==> src/hdl/vec_lane_config.svh <==
`ifndef VEC_LANE_CONFIG_SVH
`define VEC_LANE_CONFIG_SVH

// lanes packed side by side in one phit
`define VL_LANES 4

// width of one lane element, integer and wrapping
`define VL_ELEM_W 32

// register file rows, shared by all vector registers
`define VL_RF_DEPTH 16

// entries in each stream FIFO, power of two
`define VL_FIFO_DEPTH 16

// issue to register write, in cycles
`define VL_MAC_LAT 3

`endif
==> src/hdl/vec_data_pkg.sv <==
`default_nettype none

`include "vec_lane_config.svh"

package vec_data_pkg;

    localparam int RF_AW = $clog2(`VL_RF_DEPTH);

    // one lane
    typedef logic [`VL_ELEM_W-1:0] elem_t;

    // all lanes, lane 0 in the low bits
    typedef logic [`VL_LANES*`VL_ELEM_W-1:0] phit_t;

    // row of the register file
    typedef logic [RF_AW-1:0] rf_addr_t;

    // element count, needs to hold VL_RF_DEPTH itself
    typedef logic [RF_AW:0] vlen_t;

endpackage

`default_nettype wire

==> src/hdl/vec_regfile.sv <==
`timescale 1ns/1ns
`default_nettype none

`include "vec_lane_config.svh"

module vec_regfile
    import vec_data_pkg::*;
(
    input  wire logic     clk,
    input  wire rf_addr_t i_rd_addr_a,
    input  wire rf_addr_t i_rd_addr_b,
    output phit_t         o_rd_data_a,
    output phit_t         o_rd_data_b,
    input  wire logic     i_wr_en,
    input  wire rf_addr_t i_wr_addr,
    input  wire phit_t    i_wr_data
);
    phit_t rows [`VL_RF_DEPTH];

    // single write port, fed from the PE
    always_ff @(posedge clk) begin
        if (i_wr_en) begin
            rows[i_wr_addr] <= i_wr_data;
        end
    end

    // both reads registered, same row as a write gives the old phit
    always_ff @(posedge clk) begin
        o_rd_data_a <= rows[i_rd_addr_a];
        o_rd_data_b <= rows[i_rd_addr_b];
    end

endmodule

`default_nettype wire

==> config.mk <==
export PLATFORM = sky130hd
export DESIGN_NAME = vec_regfile
export DESIGN_NICKNAME = d
export VERILOG_FILES = /design/src/hdl/vec_data_pkg.sv /design/src/hdl/vec_regfile.sv
export VERILOG_INCLUDE_DIRS = /design/src /design/src/hdl
export SDC_FILE = /design/constraint.sdc
export NUM_CORES = 2
export LEC_CHECK = 0
export ABC_CLOCK_PERIOD_IN_PS = 15510
export BUFFER_PORTS_ARGS = -buffer_cell sky130_fd_sc_hd__buf_2
export CAP_MARGIN = 40
export CORE_MARGIN = 2
export CORE_UTILIZATION = 56
export DETAILED_ROUTE_END_ITERATION = 16
export HOLD_SLACK_MARGIN = 0.12
export PLACE_DENSITY = 0.71
export SLEW_MARGIN = 25
export SYNTH_ARGS = -nofsm -noshare
export SYNTH_HDL_FRONTEND = slang
export SYNTH_SLANG_ARGS = --single-unit
==> constraint.sdc <==
create_clock -name clk -period 15.51 [get_ports clk]
set_clock_uncertainty 0.05 [all_clocks]
set_input_delay 3.102 -clock clk [delete_from_list [all_inputs] [get_ports clk]]
set_output_delay 3.102 -clock clk [all_outputs]
set_load 0.02 [all_outputs]
# After elaboration in Yosys (flattened, before gate mapping)
# Memory sizes are Yosys's and may differ from the RTL's. A register that Yosys moved wholly into a read port is not among the register bits.
# Cells that the tools add are included.
totals:
  wordCells: 3
  out_inout_bits: 256
  memories: 1
  ff_bits: 0
  input_bits: 142
  mem_bits_rw: 2048
op_classes:
  mux: 2
memory_table:
  columns: ["memory", "depth", "word_bits", "rd", "rd_ports_with_merged_regs", "wr", "line_no", "text"]
  rows:
  - ["rows", 16, 128, 2, 2, 1, "vec_regfile.sv:18", "phit_t rows [`VL_RF_DEPTH];"]
op_table:
  columns: ["op", "count"]
  rows:
  - ["$mux W1", 2]

# Depth between registers and ports, before layout
logic_depth:
  depth_word: 2
  depth_mapped: 9
  depth_no_buf: 4

# Least setup slack after synthesis
# No wires, ideal clock.
synth_timing:
  path_type: "in2reg"
  start: "in i_wr_addr[2]"
  end: "mem rows[0][0] (netlist name) (enable)"
  t_arrival_ps: 12255
  setup_slack_ps: 2431
  setup_ps: 774
  t_required_ps: 14686
  stages: 2
  path_buffers: 0
  path_cell_list: "or3b_2 -> nor3_1"
synth_lines:
  columns: ["element", "line_no", "text"]
  rows:
  - ["start: declaration", "vec_regfile.sv:15", "input wire rf_addr_t i_wr_addr,"]
  - ["end: declaration", "vec_regfile.sv:18", null]
# No word-level cell before the write port.

==> metrics.yaml <==
worstSetupPathType: "in -> reg"
holdBufCountCts: 0
final-setup-viol-count: 0
synth-edff-count: 2048
ios: 398
cts_tree: "yes"
path_max_fanout: 65
ys_warn_count: 0
htree_levels: 4
cts_setup_buffers: 0
cts_sinks: 2304
final-hold-violation-count: 0
finalCritPeriodShare_pct: 40.3
synth_cell_types: 21
synth_area_um2: 97500
post_cts_resized: 0
ant_nets: 0
grt_overflow: 0
synth.most_common_cell: "edfxtp_1"
grt_max_degree: 133
max_freq_ghz: 0.160
synth_top_area_share_pct: 63.1
grt_pass1_wl_mm: 353
drt_iter0_drc: 5345
setup.worst_path.end_class: "register"
crit_start: "i_rd_addr_a[0]"
slew_headroom_pct: 30.5
regToRegStartpoint: "rows[5][60]$_DFFE_PP_"
crit_cells: 10
start_util_pct: 56.2
status: "complete, no violations"
ys_ff_latch: 2304
gp_congestion: 0.765
wl_per_cell_um: 33.8
clockRootBuffer: "clkbuf_16"
ff2ff_path_depth: 4
post-synth-top-area-cell: "edfxtp_1"
hold_depth: 3
clk_path_buf_depth: 3
placed_area_um2: 103000
crit_family: "buffers and inverters"
clk_pin_slew_worst_paths_ns: 0.06
power_density_nw_per_um2: 124
cpPeakStageDelay_ns: 0.59
period_needed_ns: 6.25
port_buffers: 397
dieArea_um2: 178000
avgSynthCellArea_um2: 23.3
synth_area_leaders: "edfxtp_1, mux4_2, dfxtp_1"
antenna_found_initial: 37
hold_start: "rows[6][9]$_DFFE_PP_"
rows: 153
synth_common_cells: "edfxtp_1, mux4_2, dfxtp_1"
dp_hpwl_mm: 129
worstSkewPairLatency_ns: 0.87
fin_nets: 4758
worstPathCellList: "buf_8, buf_4, buf_4, buf_12, buf_4, buf_16, mux4_2, nor2b_1, a211oi_1, a21oi_1"
syn-instance-count: 4186
hold_path_class: "reg -> reg"
cp.required_ns: 16.18
crit_buf_inv: 6
cap_violations: 0
yosysSeqAreaShare_pct: 68.3
postLayoutCellArea_um2: 110000
irDropWorstVdd_mv: 0.117
worst_pin_slew_ns: 1.04
fp.dieW_um: 421
firstDrtPassIters: 5
p_leak_nw: 35.4
critPathLaunchType: "input pin"
wl_mm: 242
design.core.area_um2: 173000
setup-tns-final_ns: 0
drive_above_1_share_pct: 42.9
grt_pass1_vias: 50900
drc: 0
crit_arrival_ns: 6.92
die_y_um: 421
vias: 49000
yosys_most_used_dff: "edfxtp_1"
slew_violations: 0
areaGrowthSynthToFinish_pct: 13.2
cts_buffers: 227
cp_slowest_cell: "buf_4"
ys_async_sr_fraction_pct: 0
vias_per_cell: 6.85
grt.total_usage_pct: 27.5
crit_path_frequent_cell: "buf_4"
grt_setup_unrepaired: "no"
synth_nets: 4328
final cells by class:
class / instances / area [um2]
antenna: 12 / 30.0
clock buffer: 305 / 6310
clock inverter: 129 / 1260
fill: 11400 / 63100
multi-input combinational: 1568 / 29500
sequential: 2304 / 66600
tap: 2325 / 2910
timing repair buffer: 515 / 3680
worst register-to-register path, cell delays in order, from the launching register on:
cell	delay [ns]
edfxtp_1	0.38
mux4_2	0.46
nor2b_1	0.14
a211oi_1	0.33
a21oi_1	0.17
per-stage QoR:
step	power (mW)	worst slack, ns	hold WS [ns]	util (%)	std cells
floorplan	7.87	2.43	0.663	-	4186
global placement	8.25	7.95	0.685	58.8	6680
detailed placement	8.28	8.29	0.694	59.2	6707
CTS	13.7	9.19	0.709	63.5	7141
global route	14.1	8.92	0.747	63.6	7153
finish	13.6	9.26	0.712	63.6	7158
path summary, 6_finish.rpt:
check | to | slack (ns)
worst min-delay path | o_rd_data_a[9]$_DFF_P_ | 0.71
worst max-delay path | o_rd_data_a[38]$_DFF_P_ | 9.26
worst max register to register | o_rd_data_a[60]$_DFF_P_ | 13.79
worst min register to register | o_rd_data_a[9]$_DFF_P_ | 0.71
cell families after synthesis:
| kind of cell | count (synthesis) | share of synthesized area (%) |
|---|---|---|
| AOI/OAI and AO/OA | 182 | 1.20 |
| buffers and inverters | 314 | 1.51 |
| DFF | 2304 | 68.3 |
| muxes | 1302 | 28.5 |
| and+or+nand+nor | 84 | 0.502 |
placed cells by master (no fill, tap or decap), types with 3 or more instances in the layout:
master / instances
mux4_2: 1178
buf_12: 37
a21oi_1: 80
buf_8: 8
a211oi_1: 58
clkinv_8: 4
clkbuf_1: 47
edfxtp_1: 2048
o32ai_1: 22
clkbuf_8: 29
buf_4: 68
bufinv_16: 18
clkinvlp_4: 12
nor2b_1: 58
clkinv_2: 49
inv_6: 7
buf_16: 13
o22ai_1: 22
nor3_2: 4
diode_2: 12
clkinv_16: 3
nor2_4: 12
mux2i_1: 124
dfxtp_1: 256
clkbuf_16: 229
clkinv_1: 33
buf_2: 389
flip-flops by register name, summed over array words and instances, names as in the netlist:
register and count:
rows 2048, o_rd_data_a 128, o_rd_data_b 128
metal layers:
layer / vias up / track usage (%) / share of wire [%]
li1: 19500 / - / -
met1: 26600 / 38.0 / 38
met2: 2468 / 45.6 / 51
met3: 425 / 4.33 / 7.6
met4: 22 / 9.33 / 3.2
met5: - / 0 / 0.061
power by group:
part	leakage, nW	switching (mW)	internal, mW	total [mW]
registers	20.7	0.0927	6.95	7.04
logic	11.1	0.606	0.494	1.10
clock network	3.70	2.34	3.16	5.50
total	35.4	3.04	10.6	13.6
No activity file was read; power rests on OpenSTA's default activity.
