==> config.mk <==
export PLATFORM = sky130hd
export DESIGN_NAME = vec_sequencer
export DESIGN_NICKNAME = d
export VERILOG_FILES = /design/src/hdl/vec_isa_pkg.sv /design/src/hdl/vec_data_pkg.sv /design/src/hdl/vec_sequencer.sv
export VERILOG_INCLUDE_DIRS = /design/src /design/src/hdl
export SDC_FILE = /design/constraint.sdc
export NUM_CORES = 1
export LEC_CHECK = 0
export CAP_MARGIN = 20
export CORE_UTILIZATION = 55
export DETAILED_ROUTE_END_ITERATION = 7
export DONT_BUFFER_PORTS = 1
export PLACE_DENSITY = 0.77
export SLEW_MARGIN = 25
export SYNTH_ARGS = -nofsm -noshare
export SYNTH_HDL_FRONTEND = slang
export SYNTH_SLANG_ARGS = --single-unit
==> constraint.sdc <==
create_clock -name clk -period 3.41 [get_ports clk]
set_input_delay 0.1705 -clock clk [delete_from_list [all_inputs] [get_ports clk]]
set_output_delay 0.1705 -clock clk [all_outputs]
set_load 0.01 [all_outputs]
==> src/hdl/vec_lane_config.svh <==
`ifndef VEC_LANE_CONFIG_SVH
`define VEC_LANE_CONFIG_SVH

// lanes packed side by side in one phit
`define VL_LANES 4

// width of one lane element, integer and wrapping
`define VL_ELEM_W 32

// register file rows, shared by all vector registers
`define VL_RF_DEPTH 16

// entries in each stream FIFO, power of two
`define VL_FIFO_DEPTH 16

// issue to register write, in cycles
`define VL_MAC_LAT 3

`endif
==> src/hdl/vec_isa_pkg.sv <==
`default_nettype none

package vec_isa_pkg;

    // instruction opcodes as presented on i_opcode
    typedef enum logic [2:0] {
        OP_VLOAD      = 3'd0,  // vd[k] <= input phit
        OP_VCLEAR     = 3'd1,  // vd[k] <= 0
        OP_VMACC      = 3'd2,  // vd[k] <= vd[k] + in * vs[k]
        OP_VSTREAMOUT = 3'd3,  // vd[k] -> output stream
        OP_HALT       = 3'd4   // end of program
    } opcode_t;

    // sequencer FSM
    typedef enum logic [2:0] {
        ST_OFF,
        ST_FETCH,
        ST_RUN,
        ST_DRAIN,
        ST_DONE
    } seq_state_t;

    // operation carried down the PE pipe
    typedef enum logic [1:0] {
        PE_LOAD  = 2'd0,
        PE_CLEAR = 2'd1,
        PE_MACC  = 2'd2
    } pe_op_t;

endpackage

`default_nettype wire

==> src/hdl/vec_data_pkg.sv <==
`default_nettype none

`include "vec_lane_config.svh"

package vec_data_pkg;

    localparam int RF_AW = $clog2(`VL_RF_DEPTH);

    // one lane
    typedef logic [`VL_ELEM_W-1:0] elem_t;

    // all lanes, lane 0 in the low bits
    typedef logic [`VL_LANES*`VL_ELEM_W-1:0] phit_t;

    // row of the register file
    typedef logic [RF_AW-1:0] rf_addr_t;

    // element count, needs to hold VL_RF_DEPTH itself
    typedef logic [RF_AW:0] vlen_t;

endpackage

`default_nettype wire

==> src/hdl/vec_sequencer.sv <==
`timescale 1ns/1ns
`default_nettype none

`include "vec_lane_config.svh"

module vec_sequencer
    import vec_data_pkg::*, vec_isa_pkg::*;
(
    input  wire logic     clk,
    input  wire logic     rst,
    input  wire logic     i_start,            // loader done pulse
    input  wire opcode_t  i_opcode,
    input  wire rf_addr_t i_vd,
    input  wire rf_addr_t i_vs,
    input  wire vlen_t    i_vl,
    input  wire logic     i_in_empty,
    input  wire logic     i_out_almost_full,
    output logic          o_in_pop,
    output logic          o_steady,
    output rf_addr_t      o_rd_addr_a,        // vd element
    output rf_addr_t      o_rd_addr_b,        // vs element
    output logic          o_pe_issue,
    output pe_op_t        o_pe_op,
    output rf_addr_t      o_wr_addr,
    output logic          o_out_push,
    output logic          o_out_last,
    output logic          o_instr_done,
    output logic          o_ap_done
);
    // one bit per PE stage whose write is still ahead
    localparam int INFL_W = `VL_MAC_LAT - 1;

    seq_state_t        state;
    seq_state_t        state_nxt;
    opcode_t           op_q;
    rf_addr_t          vd_q;
    rf_addr_t          vs_q;
    vlen_t             vl_q;
    vlen_t             cnt;       // element index within the instruction
    logic [INFL_W-1:0] inflight;
    logic              needs_in;
    logic              is_pe;
    logic              is_stream;
    logic              stall;
    logic              go;
    logic              last_elem;

    always_comb begin
        needs_in  = (op_q == OP_VLOAD) || (op_q == OP_VMACC);
        is_pe     = needs_in || (op_q == OP_VCLEAR);
        is_stream = (op_q == OP_VSTREAMOUT);
        case (op_q)
            OP_VLOAD: o_pe_op = PE_LOAD;
            OP_VMACC: o_pe_op = PE_MACC;
            default:  o_pe_op = PE_CLEAR;
        endcase
    end

    // almost full covers the element already read but not yet pushed
    assign stall     = (needs_in && i_in_empty) || (is_stream && i_out_almost_full);
    assign go        = (state == ST_RUN) && !stall;
    assign last_elem = (cnt == vl_q - vlen_t'(1));

    // element k of a register is base + k, wrapping around the file
    assign o_rd_addr_a = vd_q + cnt[RF_AW-1:0];
    assign o_rd_addr_b = vs_q + cnt[RF_AW-1:0];
    assign o_wr_addr   = vd_q + cnt[RF_AW-1:0];

    assign o_pe_issue   = go && is_pe;
    assign o_in_pop     = go && needs_in;
    assign o_steady     = (state != ST_OFF);
    assign o_instr_done = (state == ST_DONE);

    always_comb begin
        state_nxt = state;
        case (state)
            ST_OFF: begin
                if (i_start) begin
                    state_nxt = ST_FETCH;
                end
            end
            ST_FETCH: begin
                if (i_opcode == OP_HALT) begin
                    state_nxt = ST_OFF;
                end else if (i_vl == '0) begin
                    state_nxt = ST_DONE;  // nothing to issue
                end else begin
                    state_nxt = ST_RUN;
                end
            end
            ST_RUN: begin
                if (go && last_elem) begin
                    state_nxt = ST_DRAIN;
                end
            end
            ST_DRAIN: begin
                // last PE write or last output push has landed
                if (inflight == '0 && !o_out_push) begin
                    state_nxt = ST_DONE;
                end
            end
            ST_DONE: state_nxt = ST_FETCH;
            default: state_nxt = ST_OFF;
        endcase
    end

    always_ff @(posedge clk) begin
        if (rst) begin
            state      <= ST_OFF;
            cnt        <= '0;
            inflight   <= '0;
            o_ap_done  <= 1'b0;
            o_out_push <= 1'b0;
            o_out_last <= 1'b0;
        end else begin
            state      <= state_nxt;
            o_ap_done  <= (state == ST_FETCH) && (i_opcode == OP_HALT);
            o_out_push <= go && is_stream;  // lines up with the registered read
            o_out_last <= go && is_stream && last_elem;
            inflight   <= (inflight << 1) | INFL_W'(o_pe_issue);
            if (state == ST_FETCH) begin
                cnt <= '0;
            end else if (go) begin
                cnt <= cnt + vlen_t'(1);
            end
        end
    end

    // instruction latch
    always_ff @(posedge clk) begin
        if (state == ST_FETCH) begin
            op_q <= i_opcode;
            vd_q <= i_vd;
            vs_q <= i_vs;
            vl_q <= i_vl;
        end
    end

    vl_nonzero: assert property (@(posedge clk) disable iff (rst)
        (state == ST_FETCH && i_opcode != OP_HALT) |-> (i_vl != '0))
        else $error("vec_sequencer captured vl of zero");

    pop_not_empty: assert property (@(posedge clk) disable iff (rst)
        o_in_pop |-> !i_in_empty)
        else $error("vec_sequencer popped an empty input FIFO");

endmodule

`default_nettype wire

* Word-level counts from Yosys, hierarchy flattened *
Cells that the tools add are included.

operators by class
  bitwise operators = 1
  equal/unequal tests = 12
  muxes and demuxes = 7
  reductions and logical operators = 22
  $add $sub $neg = 4

operators with widths
  cell                                                                   number
  3-bit 2-to-1 mux                                                       5
  3-bit case mux with 5 select lines                                     1
  3-bit by 2-bit equality test with 1-bit output, second input constant  4
  1-bit logical AND                                                      10
  4-bit adder                                                            2
  3-bit by 1-bit equality test with 1-bit output, second input constant  2
  3-bit equality test, second input constant                             2
  3-bit zero test                                                        2
  5-bit by 1-bit adder with 5-bit output, second input constant          1
  5-bit equality test                                                    1
  5-bit zero test                                                        1
  5-bit by 1-bit subtractor with 5-bit output, second input constant     1
  2-bit != test, second input constant                                   2
  2-bit case mux with 2 select lines                                     1
  1-bit logical OR                                                       3
  3-bit AND reduction                                                    1
  3-bit nonzero test                                                     1
  1-bit zero test                                                        2
  2-bit zero test                                                        1
  2-bit by 1-bit != test with 1-bit output, second input constant        1
  2-bit by 1-bit bitwise OR with 2-bit output                            1
  2-bit OR reduction                                                     1

word-level totals
  flip-flop bits (word level) = 29

* Depth between registers and ports, before layout *
  word-level depth = 9
  gate-level depth with buffers = 6
  gate-level depth less buffers = 6

* Worst setup path before layout *
OpenSTA, ideal clock, no wires.

  path kind = reg2reg
  from = register state[0]
  to = register state[2]
  data arrival time = 1551 ps
  buffers on the path = 0
  required time = 3298 ps
  setup slack = 1746 ps
  cell stages (with the launch flop) = 4
  clock period less this slack = 1664 ps
  path through = dfxtp_1 -> nor3b_4 -> nand4_1 -> a2111oi_1

on the way
  cells in the longest elaborated chain, start to end = 5
  elaborated cells on any way between the ends = 12

ends and longest elaborated chain
  element                                             RTL line                                  source
  start: declaration                                  vec_sequencer.sv:33                       seq_state_t state;
  start signal: assignment                            vec_sequencer.sv:116                      state <= state_nxt;
  3-bit by 2-bit equality test with 1-bit output      vec_sequencer.sv:61, vec_sequencer.sv:76
  1-bit logical AND                                   vec_sequencer.sv:61                       assign go = (state == ST_RUN) && !stall;
  1-bit logical AND                                   vec_sequencer.sv:92                       if (go && last_elem) begin
  2-bit by 1-bit != test with 1-bit output (no line)  -
  3-bit AND reduction (no line)                       -

Several ways; a longest one is shown, not always the timed one.
A chain may end at the register's enable or synchronous reset.

* Worst setup path in the final report *
  from = register cnt[0]
  to = output port o_rd_addr_a[2]

on the way
  cells in the longest elaborated chain, start to end = 1

ends and longest elaborated chain
  element                   RTL line              source
  start: declaration        vec_sequencer.sv:39   vlen_t cnt;
  start signal: assignment  vec_sequencer.sv:124  cnt <= cnt + vlen_t'(1);
  4-bit adder               vec_sequencer.sv:65   assign o_rd_addr_a = vd_q + cnt[RF_AW-1:0];
  end: declaration          vec_sequencer.sv:20   output rf_addr_t o_rd_addr_a,

Every way passes these cells.

==> impl_metrics.csv <==
group,metric,value,unit
placement,dp_hpwl,1940,um
cells_and_area,final_area,1730,um^2
synthesis,synth_top_area_frac,0.319,
placement,gp_congestion,0.748,
run,maxCapViolCount,0,
placement,placedInstanceArea,1500,um^2
sta,maxClockFrequency,0.487,GHz
synthesis,synth_cell_type_count,36,
power,p_sw,0.000193,W
clocking,cts_tree,"done",
drt,vias_per_cell,5.66,
die,core_area,2520,um^2
power,intPower,0.000546,W
cells_and_area,nFillCells,208,
critical_path,cp-start-kind,"flop",
die,rows,18,
die,dieArea,2950,um^2
critical_path,end_kind,"output port",
synthesis,synthesis.area,1510,um^2
drt,drc,0,
sta,final.min_clock_period,2.05,ns
outcome,status,"completed",
cells_and_area,final_cells,189,
sta,slew_headroom,0.625,
critical_path,crit_required,3.24,ns
drt,routed_wl,2820,um
cells_and_area,insertedDiodeCount,0,
power,power_density,426,nW/um^2
sta,slew_violations,0,
clocking,numCtsBuffers,5,
sta,grt_setup_unrepaired,"false",
synthesis,yosysSeqAreaShare,0.492,
power,pwr-share-clk,0.286,
drt,dr.pass1.iters,4,
power,switching_share,0.261,
synthesis,synth_area_leaders,"edfxtp_1 (32%), dfxtp_1 (17%), ha_1 (6.7%)",
cells_and_area,drive_above_1_share,0.0755,
die,die_w,54.3,um
cells_and_area,num-nets-final,189,
global_routing,antenna_found_initial,0,
sta,finalSetupViolations,0,
sta,tns,0,ns
clocking,clk_pin_slew,0.08,ns
global_routing,grt_pass1_vias,1084,
cells_and_area,synthToLayoutAreaGrowth,15.1,%
critical_path,crit_type,"flop to output port",
global_routing,grt_pass1_wl,4640,um
clocking,root_buffer,"clkbuf_4",
global_routing,grt_max_degree,21,
drt,vias,1070,
global_routing,grt_overflow,0,
die,initial_utilization,0.597,
drt,avgRoutedWirePerCell,14.9,um
sta,hold_violations,0,
critical_path,arrival,1.88,ns
clocking,h-tree-depth,2,
sta,tightest_slew,0.562,ns
synthesis,synth.avg_cell_area,10.8,um^2
power,worst_ir_drop_vdd,365,uV
critical_path,cp_max_fo,7,
clocking,clk_path_buf_depth,2,
synthesis,synth_warnings,0,
clocking,clock_latency,0.32,ns
clocking,numClockSinks,29,
synthesis,synthCells,139,
power,comb_power_share,0.154,
drt,drtIter0Drc,13,
cells_and_area,utilization,0.687,
global_routing,grt_usage,0.232,
placement,io_buffers,0,
placement,dp.cells,164,
sta,fin_skew,0.0114,ns
die,pin_count,42,
drt,drtAntennaViolNets,0,
synthesis,ys_ff_latch,29,
min_path,worstHoldPathType,"primary input to flop",
power,p_seq_frac,0.560,
sta,period_share,0.602,
cells_and_area,regArea,741,um^2
synthesis,synth_area_leader_cell,"edfxtp_1",
synthesis,mappedNetlistNets,170,
cells_and_area,multi_input_area,673,um^2
clocking,post_cts_resized,0,
die,die_y,54.3,um
power,power.leakage,0.649,nW
-- power groups by stage --
stage          Sequential (W)  Clock (W)  Combinational (W)
6_report             0.000414   0.000211           0.000114
5_1_grt              0.000418   0.000226           0.000128
4_1_cts              0.000415   0.000214           0.000114
3_5_place_dp         0.000423          0          0.0000975
3_3_place_gp         0.000421          0          0.0000954
2_1_floorplan        0.000416          0          0.0000910
-- area by class of cell --
type                            instances  share of cell area
Sequential cell                        29               0.427
Multi-Input combinational cell         92               0.388
Timing Repair Buffer                   18               0.103
Clock buffer                            8              0.0339
Inverter                               12              0.0260
Tap cell                               30              0.0217
-- placed cells by master, fill, tap and decap left out, types with 2 or more instances in the layout --
master	Yosys	layout
fa_1	2	2
or3_1	4	4
nor3_1	6	6
o21ai_0	3	3
clkbuf_1	0	2
nand3b_1	3	3
xor2_1	5	5
ha_1	8	8
or4_1	2	2
xnor2_1	7	7
a21oi_1	10	10
or2_2	2	2
nand4_1	2	2
nand2_1	5	5
a21o_1	4	4
o31ai_1	2	2
dlygate4sd3_1	0	17
inv_1	12	12
edfxtp_1	16	16
nor4_1	2	2
dfxtp_1	13	13
nand3_1	3	3
nor3b_1	3	3
nor2_1	8	8
clkbuf_4	0	5
-- logic make-up (layout without fill, tap and decap cells) --
group | count (synthesis) | after routing | synth area share
AO/OA/AOI/OAI | 25 | 25 | 0.107
XOR/XNOR | 12 | 12 | 0.0698
adder cells (fa/ha/maj) | 10 | 10 | 0.0931
buffers and inverters | 18 | 38 | 0.0607
flip-flops | 29 | 29 | 0.492
AND/OR/NAND/NOR | 45 | 45 | 0.177
-- worst max-delay path, cell delays in order (launching register included) --
cell and delay (ns):
dfxtp_1 0.48, ha_1 0.22, inv_1 0.05, fa_1 0.39
xnor2_1 0.43
-- sequential cells by signal, summed over array words and instances (netlist names) --
register / count
o_out_push: 1
o_out_last: 1
vl_q: 5
inflight: 2
cnt: 5
state: 3
vd_q: 4
op_q: 3
vs_q: 4
o_ap_done: 1
-- routing by layer --
layer	GRT usage	part of all wire	up-vias	routed length (um)
met5	0	0	-	0
met1	0.266	0.42	501	1190
met4	0.120	0.018	0	50
met2	0.392	0.51	29	1430
met3	0.0611	0.051	6	145
li1	-	-	534	-
-- timing repair --
| item | in CTS | in global routing |
|---|---|---|
| setup endpoints to repair | 0 | 0 |
| buffers inserted | 0 | 0 |
| hold buffers | 17 | 0 |
| hold endpoints to repair | 21 | 0 |
-- cell usage after synthesis, drive strengths merged --
| library cell | count |
|---|---|
| nor4 | 2 |
| a311oi | 1 |
| fa | 2 |
| xnor2 | 7 |
| o21ai | 3 |
| a2111oi | 1 |
| a21o | 4 |
| buf | 6 |
| nor2 | 8 |
| ha | 8 |
| o21a | 1 |
| nor2b | 1 |
| nor3 | 6 |
| nor3b | 5 |
| nand4 | 2 |
| nand3 | 3 |
| nand3b | 3 |
| edfxtp | 16 |
| a211o | 1 |
| nand2b | 1 |
| or4 | 2 |
| dfxtp | 13 |
| nand2 | 6 |
| or2 | 2 |
| xor2 | 5 |
| inv | 12 |
| or3 | 4 |
| o211ai | 1 |
| o31ai | 2 |
| o221ai | 1 |
| a21oi | 10 |
-- final timing paths --
path          startpoint              to  slack [ns]  cells past startpoint
min reg2reg  inflight[0]     inflight[1]        0.48                      1
max               cnt[0]  o_rd_addr_a[2]        1.36                      4
max reg2reg     state[0]        state[2]        1.76                      4
min                  rst        state[0]        0.02                      3
-- per-stage QoR --
| step | hold slack [ns] | power (W) | setup WS, ns |
|---|---|---|---|
| finish | 0.0179 | 0.000739 | 1.36 |
| floorplan | 0.242 | 0.000507 | 1.75 |
| global placement | 0.245 | 0.000516 | 1.76 |
| detailed placement | 0.249 | 0.000520 | 1.69 |
| global route | 0.0296 | 0.000771 | 1.20 |
| CTS | 0.0172 | 0.000743 | 1.34 |
No activity file was read; power rests on OpenSTA's default activity.
